<file path="src/design/matmul_pkg.sv">
package matmul_pkg;

  ////////////////////
  // Sizes and widths
  ////////////////////

  localparam int N      = 4;
  localparam int DATA_W = 8;
  localparam int ADDR_W = 10;
  localparam int CNT_W  = 6;

  ////////////////////
  // Latencies
  ////////////////////

  // Cycles from an address to its data word
  localparam int MEM_LATENCY = 1;
  // Input flop, product flop and accumulator
  localparam int MAC_STAGES = 3;

  // Last pair enters cell (N-1, N-1) at cycle 3N-1 and is summed MAC_STAGES later
  localparam int DRAIN_START = 3 * N + MEM_LATENCY + MAC_STAGES;
  localparam int DONE_CYCLE  = DRAIN_START + N;

  ////////////////////
  // Payload types
  ////////////////////

  typedef logic signed [DATA_W-1:0] elem_t;
  // Lane 0 sits in the low bits
  typedef elem_t [N-1:0] lanes_t;

endpackage

</file>
<file path="src/design/mac_pe.sv">
module mac_pe import matmul_pkg::*; (
  input  logic  clk,
  input  logic  reset,
  input  logic  i_clear,
  input  elem_t i_a,
  input  elem_t i_b,
  output elem_t o_a,
  output elem_t o_b,
  output elem_t o_sum
);

  logic signed [2*DATA_W-1:0] prod_q;
  logic [DATA_W:0]            prod_upper;
  elem_t                      prod_sat;

  // Forwarding flops double as the multiplier input stage
  always_ff @(posedge clk) begin
    if (reset || i_clear) begin
      o_a <= '0;
      o_b <= '0;
    end else begin
      o_a <= i_a;
      o_b <= i_b;
    end
  end

  // Full-width signed product
  always_ff @(posedge clk) begin
    if (reset || i_clear) begin
      prod_q <= '0;
    end else begin
      prod_q <= (2*DATA_W)'(o_a) * (2*DATA_W)'(o_b);
    end
  end

  ////////////////////
  // Saturation
  ////////////////////

  // Product fits when the bits from the 8-bit sign upward all agree
  assign prod_upper = prod_q[2*DATA_W-1:DATA_W-1];

  always_comb begin
    if (prod_upper == '0 || prod_upper == '1) begin
      prod_sat = prod_q[DATA_W-1:0];
    end else if (prod_q[2*DATA_W-1]) begin
      prod_sat = {1'b1, {(DATA_W-1){1'b0}}};
    end else begin
      prod_sat = {1'b0, {(DATA_W-1){1'b1}}};
    end
  end

  // Accumulator wraps at 8 bits
  always_ff @(posedge clk) begin
    if (reset || i_clear) begin
      o_sum <= '0;
    end else begin
      o_sum <= o_sum + prod_sat;
    end
  end

endmodule

</file>
<file path="src/design/operand_feeder.sv">
module operand_feeder import matmul_pkg::*; (
  input  logic              clk,
  input  logic              reset,
  input  logic              i_clear,
  input  logic [ADDR_W-1:0] i_base,
  input  lanes_t            i_mem_data,
  output logic [ADDR_W-1:0] o_addr,
  output lanes_t            o_lanes
);

  logic [CNT_W-1:0]       fetch_cnt;
  logic                   fetch;
  logic [MEM_LATENCY-1:0] valid_sr;
  logic                   mem_valid;
  lanes_t                 masked;

  ////////////////////
  // Address generation
  ////////////////////

  // Address steps by N for the first N cycles of a job, then parks again
  always_ff @(posedge clk) begin
    if (reset || i_clear) begin
      fetch_cnt <= '0;
      fetch     <= 1'b0;
      o_addr    <= i_base - ADDR_W'(N);
    end else if (fetch_cnt < CNT_W'(N)) begin
      fetch_cnt <= fetch_cnt + 1'b1;
      fetch     <= 1'b1;
      // First fetch starts from the base presented with the job
      if (fetch_cnt == '0) begin
        o_addr <= i_base;
      end else begin
        o_addr <= o_addr + ADDR_W'(N);
      end
    end else begin
      fetch  <= 1'b0;
      o_addr <= i_base - ADDR_W'(N);
    end
  end

  // Fetch flag follows the memory by MEM_LATENCY cycles
  always_ff @(posedge clk) begin
    if (reset || i_clear) begin
      valid_sr <= '0;
    end else begin
      valid_sr <= MEM_LATENCY'({valid_sr, fetch});
    end
  end

  assign mem_valid = valid_sr[MEM_LATENCY-1];
  assign masked    = mem_valid ? i_mem_data : '0;

  ////////////////////
  // Lane skew
  ////////////////////

  // Lane i is delayed by i cycles
  for (genvar i = 0; i < N; i++) begin : g_lane
    if (i == 0) begin : g_direct
      assign o_lanes[i] = masked[i];
    end else begin : g_delay
      elem_t dly [i];

      always_ff @(posedge clk) begin
        if (reset || i_clear) begin
          for (int d = 0; d < i; d++) begin
            dly[d] <= '0;
          end
        end else begin
          dly[0] <= masked[i];
          for (int d = 1; d < i; d++) begin
            dly[d] <= dly[d-1];
          end
        end
      end

      assign o_lanes[i] = dly[i-1];
    end
  end

endmodule

</file>
<file path="src/design/systolic_array.sv">
module systolic_array import matmul_pkg::*; (
  input  logic   clk,
  input  logic   reset,
  input  logic   i_clear,
  input  lanes_t i_a_lanes,
  input  lanes_t i_b_lanes,
  output elem_t  o_sums [N][N]
);

  // a moves right along a row, b moves down a column
  elem_t a_link [N][N+1];
  elem_t b_link [N+1][N];

  ////////////////////
  // Edge inputs
  ////////////////////

  for (genvar k = 0; k < N; k++) begin : g_edge
    assign a_link[k][0] = i_a_lanes[k];
    assign b_link[0][k] = i_b_lanes[k];
  end

  ////////////////////
  // Cell grid
  ////////////////////

  for (genvar i = 0; i < N; i++) begin : g_row
    for (genvar j = 0; j < N; j++) begin : g_col
      mac_pe u_pe (
        .clk     (clk),
        .reset   (reset),
        .i_clear (i_clear),
        .i_a     (a_link[i][j]),
        .i_b     (b_link[i][j]),
        .o_a     (a_link[i][j+1]),
        .o_b     (b_link[i+1][j]),
        .o_sum   (o_sums[i][j])
      );
    end
  end

endmodule

</file>
<file path="src/design/result_drain.sv">
module result_drain import matmul_pkg::*; (
  input  logic              clk,
  input  logic              reset,
  input  logic              i_clear,
  input  logic [ADDR_W-1:0] i_base_c,
  input  elem_t             i_sums [N][N],
  output lanes_t            o_c_data,
  output logic [ADDR_W-1:0] o_c_addr,
  output logic              o_c_valid,
  output logic              o_done
);

  logic [CNT_W-1:0] cycle_cnt;
  logic             in_window;
  lanes_t           col_data;

  // Job cycle counter holds one past DONE_CYCLE so done fires once
  always_ff @(posedge clk) begin
    if (reset || i_clear) begin
      cycle_cnt <= '0;
    end else if (cycle_cnt <= CNT_W'(DONE_CYCLE)) begin
      cycle_cnt <= cycle_cnt + 1'b1;
    end
  end

  ////////////////////
  // Column select
  ////////////////////

  always_comb begin
    in_window = 1'b0;
    col_data  = '0;
    for (int j = 0; j < N; j++) begin
      if (cycle_cnt == CNT_W'(DRAIN_START + j)) begin
        in_window = 1'b1;
        for (int i = 0; i < N; i++) begin
          col_data[i] = i_sums[i][j];
        end
      end
    end
  end

  ////////////////////
  // Output registers
  ////////////////////

  always_ff @(posedge clk) begin
    if (reset || i_clear) begin
      o_c_valid <= 1'b0;
      o_c_data  <= '0;
      o_c_addr  <= i_base_c - ADDR_W'(N);
      o_done    <= 1'b0;
    end else begin
      o_done <= (cycle_cnt == CNT_W'(DONE_CYCLE));
      if (in_window) begin
        o_c_valid <= 1'b1;
        o_c_data  <= col_data;
        o_c_addr  <= o_c_addr + ADDR_W'(N);
      end else begin
        // Outside the drain the address parks one step below base
        o_c_valid <= 1'b0;
        o_c_data  <= '0;
        o_c_addr  <= i_base_c - ADDR_W'(N);
      end
    end
  end

endmodule

</file>
<file path="src/design/matmul_tile.sv">
module matmul_tile import matmul_pkg::*; (
  input  logic              clk,
  input  logic              reset,
  input  logic              i_start,
  input  logic [ADDR_W-1:0] i_base_a,
  input  logic [ADDR_W-1:0] i_base_b,
  input  logic [ADDR_W-1:0] i_base_c,
  input  lanes_t            i_a_data,
  input  lanes_t            i_b_data,
  output logic [ADDR_W-1:0] o_a_addr,
  output logic [ADDR_W-1:0] o_b_addr,
  output lanes_t            o_c_data,
  output logic [ADDR_W-1:0] o_c_addr,
  output logic              o_c_valid,
  output logic              o_done
);

  logic   clear;
  lanes_t a_lanes;
  lanes_t b_lanes;
  elem_t  sums [N][N];

  // Tile is held clear whenever no job is running
  assign clear = reset | ~i_start;

  ////////////////////
  // Operand fetch
  ////////////////////

  operand_feeder u_feed_a (
    .clk        (clk),
    .reset      (reset),
    .i_clear    (clear),
    .i_base     (i_base_a),
    .i_mem_data (i_a_data),
    .o_addr     (o_a_addr),
    .o_lanes    (a_lanes)
  );

  operand_feeder u_feed_b (
    .clk        (clk),
    .reset      (reset),
    .i_clear    (clear),
    .i_base     (i_base_b),
    .i_mem_data (i_b_data),
    .o_addr     (o_b_addr),
    .o_lanes    (b_lanes)
  );

  ////////////////////
  // Compute and drain
  ////////////////////

  systolic_array u_array (
    .clk       (clk),
    .reset     (reset),
    .i_clear   (clear),
    .i_a_lanes (a_lanes),
    .i_b_lanes (b_lanes),
    .o_sums    (sums)
  );

  result_drain u_drain (
    .clk       (clk),
    .reset     (reset),
    .i_clear   (clear),
    .i_base_c  (i_base_c),
    .i_sums    (sums),
    .o_c_data  (o_c_data),
    .o_c_addr  (o_c_addr),
    .o_c_valid (o_c_valid),
    .o_done    (o_done)
  );

endmodule

</file>
<file path="config.mk">
export PLATFORM = sky130hd
export DESIGN_NAME = matmul_tile
export DESIGN_NICKNAME = d
export VERILOG_FILES = /design/src/design/matmul_pkg.sv /design/src/design/mac_pe.sv /design/src/design/operand_feeder.sv /design/src/design/systolic_array.sv /design/src/design/result_drain.sv /design/src/design/matmul_tile.sv
export SDC_FILE = /design/constraint.sdc
export NUM_CORES = 2
export LEC_CHECK = 0
export ABC_CLOCK_PERIOD_IN_PS = 5300
export BUFFER_PORTS_ARGS = -buffer_cell sky130_fd_sc_hd__buf_4
export CORE_AREA = 5 5 380 382
export CTS_BUF_LIST = sky130_fd_sc_hd__clkbuf_4 sky130_fd_sc_hd__clkbuf_8
export DETAILED_ROUTE_END_ITERATION = 10
export DIE_AREA = 0 0 385 387
export GPL_ROUTABILITY_DRIVEN = 1
export PLACE_DENSITY = 0.69
export SYNTH_ARGS = -nofsm -noshare
export SYNTH_HDL_FRONTEND = slang
export SYNTH_SLANG_ARGS = --single-unit
</file>
<file path="constraint.sdc">
create_clock -name clk -period 5.3 [get_ports clk]
set_clock_uncertainty 0.15 [all_clocks]
set_input_delay 0 -clock clk [delete_from_list [all_inputs] [get_ports clk]]
set_output_delay 0 -clock clk [all_outputs]
set_load 0.03 [all_outputs]
</file>
==> run summary <==
Status: completed
Fraction of layout cells with a size suffix above 1: 0.0658
Hold endpoint: u_array.g_row[1].g_col[3].u_pe.prod_q[13]$_SDFF_PP0_
TNS Setup: 0 ns
Total gr overflow: 0
Unique masters post-synth: 75
Post-Syn Instances: 7501
1st-iter DRT viols: 2557
HPWL Detailed: 124000 um
Root buffer cell: clkbuf_8
Io pins: 161
Die Ht: 387 um
Clk sinks: 822
Critical path type: flip-flop to flip-flop
Fin Hold WS: 0.191 ns
Antenna violations before repair: 5
CTS tree: built
Cells after DPL: 9410
Yosys top cell by area: fa_1
Vias per cell: 5.20
Fmax: 0.215 GHz
Placer congestion estimate: 0.883
First-pass GRT wire length: 273000 um
Leak: 0.0378 uW
Dominant synthesized flop cell: dfxtp_1
Cell area after synthesis: 0.0699 mm^2
Most frequent cell after synthesis: inv_1
Synth cell count leaders: inv_1 (1367), and2_1 (1048), fa_1 (896)
Fillers: 12300
Setup slack after layout: 0.651 ns
Largest net degree at the start of global routing: 186
Post-synth top area share: 0.257
Top post-synthesis cells by area: fa_1 (26%), dfxtp_1 (23%), ha_1 (11%), and2_1 (9.4%), inv_1 (7.3%)
Crit-path slowest cell: fa_1
DR pass1 iterations: 6
Delay-heaviest family, CP: adder cells
CTS clk-pin slew, worst paths: 0.06 ns
Synth Register Bits: 822
Hold depth: 4
Post-route ant nets: 0
Number of buffers and inverters on the critical path: 3
Rows: 138
Final slew viol count: 0
Ys async rst share: 0
Startpoint types: flip-flop
Die X: 385 um
Drt wl/cell: 16.4 um
Crit path required time: 5.93 ns
CP peak stage delay: 0.55 ns
CTS max path bufs: 3
Final setup fails: 0
Peak fanout along the critical path: 9
Worst min-delay path category: input port to flip-flop
Internal reg-to-reg setup slack: 0.65 ns
Drc violations: 0
CTS Hold Bufs: 238
Slew at the pin with the worst max-slew slack: 1.32 ns
RSZ-0062 raised after global routing: no
Rel. slew slack: 0.119
Max-cap violations: 0
CTS buffer count: 146
Area grow syn2layout: 12.4%
Syn nets: 9084
Avg Cell Area, Syn: 9.31 um^2
Pwr Total: 13200 uW
CORE AREA: 0.141 mm^2
DP Worst Slack: 0.682 ns
Total GRT Usage: 0.223
Arr. time, crit path: 5.28 ns
Initial Util: 0.496
Most used cell along the critical path: fa_1
Final wirelength: 163000 um
Post-CTS Setup Bufs: 0
Peak VDD IR: 0.193 mV
Worst hold start: i_start
Cell Chain, Critical Path: nand2_1 -> fa_1 -> fa_1 -> inv_1 -> fa_1 -> inv_1 -> fa_1 -> inv_1 -> ha_1 -> a211oi_1 -> o21bai_1 -> o31a_1 -> or3_1 -> a21oi_1
Pwr/cell area: 168 mW/mm^2
Fin crit period: 4.65 ns
Final Non-Filler Cells: 9903
Worst Setup End Kind: flip-flop
Launch point of the worst reg-to-reg path: u_array.g_row[1].g_col[1].u_pe.o_a[7]$_SDFF_PP0_
Clk_lat worst skew: 0.86 ns
Worst r2r path cells: 14
DR vias: 51500
Seq/Total Area, Yosys: 0.236
Number of global-route vias before repair: 54100
Post-CTS sizing: 0
Number of synthesized flops with an enable pin: 6
Nets@finish: 9489
Die area: 0.149 mm^2
PortBufs: 160
Final Hold Violating Endpoints: 0
Synth Warn #: 0
Reg2reg end: u_array.g_row[1].g_col[1].u_pe.prod_q[15]$_SDFF_PP0_
Tcrit/Tclk final: 0.877
H-Tree Depth: 4
[flip-flops by register name, summed over array words and instances, names as in the netlist]
name / cells
u_array.g_row.g_col.u_pe.o_a: 128
u_array.g_row.g_col.u_pe.o_b: 128
u_array.g_row.g_col.u_pe.o_sum: 128
u_array.g_row.g_col.u_pe.prod_q: 256
u_drain.cycle_cnt: 6
u_drain.o_c_addr: 10
u_drain.o_c_data: 32
u_drain.o_c_valid: 1
u_drain.o_done: 1
u_feed_a.fetch: 1
u_feed_a.fetch_cnt: 6
u_feed_a.g_lane.g_delay.dly: 48
u_feed_a.mem_valid: 1
u_feed_a.o_addr: 10
u_feed_b.fetch: 1
u_feed_b.fetch_cnt: 6
u_feed_b.g_lane.g_delay.dly: 48
u_feed_b.mem_valid: 1
u_feed_b.o_addr: 10
[routing by layer]
metal  global-route usage  routed length (um)  up-vias
li1                     -                   -    24600
met1                0.278               68500    25400
met2                0.391               81000     1171
met3               0.0347                7250      348
met4               0.0785                5900        2
met5                    0                   8        -
[layout make-up]
cell class	count	area, um^2	share of cell area
Antenna cell	5	12.5	0.000159
Inverter	1369	5140	0.0655
Multi-Input combinational cell	5152	47600	0.606
Timing Repair Buffer	415	3760	0.0479
Tap cell	1890	2360	0.0301
Clock buffer	206	2620	0.0333
Sequential cell	822	16500	0.210
Clock inverter	44	517	0.00658
[worst min-delay path, stage by stage]
cell,delay (ns)
dlygate4sd3_1,0.53
buf_4,0.12
nand2b_4,0.31
nor2_1,0.19
[worst max-delay path by stage]
stage                                                           end                                             start  depth (start not counted)
6_report       u_array.g_row[1].g_col[1].u_pe.prod_q[15]$_SDFF_PP0_  u_array.g_row[1].g_col[1].u_pe.o_a[7]$_SDFF_PP0_                         14
5_1_grt        u_array.g_row[1].g_col[1].u_pe.prod_q[15]$_SDFF_PP0_  u_array.g_row[1].g_col[1].u_pe.o_a[7]$_SDFF_PP0_                         14
4_1_cts        u_array.g_row[1].g_col[1].u_pe.prod_q[15]$_SDFF_PP0_  u_array.g_row[1].g_col[1].u_pe.o_a[7]$_SDFF_PP0_                         14
3_3_place_gp   u_array.g_row[1].g_col[1].u_pe.prod_q[15]$_SDFF_PP0_  u_array.g_row[1].g_col[1].u_pe.o_a[7]$_SDFF_PP0_                         14
3_5_place_dp   u_array.g_row[1].g_col[1].u_pe.prod_q[15]$_SDFF_PP0_  u_array.g_row[1].g_col[1].u_pe.o_b[2]$_SDFF_PP0_                         14
2_1_floorplan  u_array.g_row[0].g_col[0].u_pe.prod_q[15]$_SDFF_PP0_  u_array.g_row[0].g_col[0].u_pe.o_a[7]$_SDFF_PP0_                         15
[per-stage QoR]
stage / cell area (um^2) / utilization
detailed placement: 73000 / 0.519
floorplan: 69900 / -
finish: 78500 / 0.558
global route: 78500 / 0.558
global placement: 73000 / 0.519
CTS: 78500 / 0.558
[where the power goes]
group	switching, uW	internal [uW]
combinational	282	259
sequential	41.6	6220
clock	2810	3600
total	3130	10100
[cell families after synthesis]
group / synth area share
AO/OA/AOI/OAI: 0.0852
XOR/XNOR: 0.0331
adder cells (fa/ha/maj): 0.362
buffers and inverters: 0.0830
flip-flops: 0.236
multiplexers: 0.00603
AND/OR/NAND/NOR: 0.194
[placed cells by master (no fill, tap or decap), types with 79 or more instances in the layout]
master and count:
inv_1 1367, and2_1 1046, fa_1 896, dfxtp_1 816
ha_1 590, nand2_1 432, nor2_1 336, dlygate4sd3_1 238
o21ai_0 230, a21oi_1 183, xnor2_1 178, buf_4 173
clkbuf_8 171, and3_1 125, nor2b_1 116, nor3_1 101
xor2_1 86, nand3_1 79
Power figures use the tool's default switching activity.
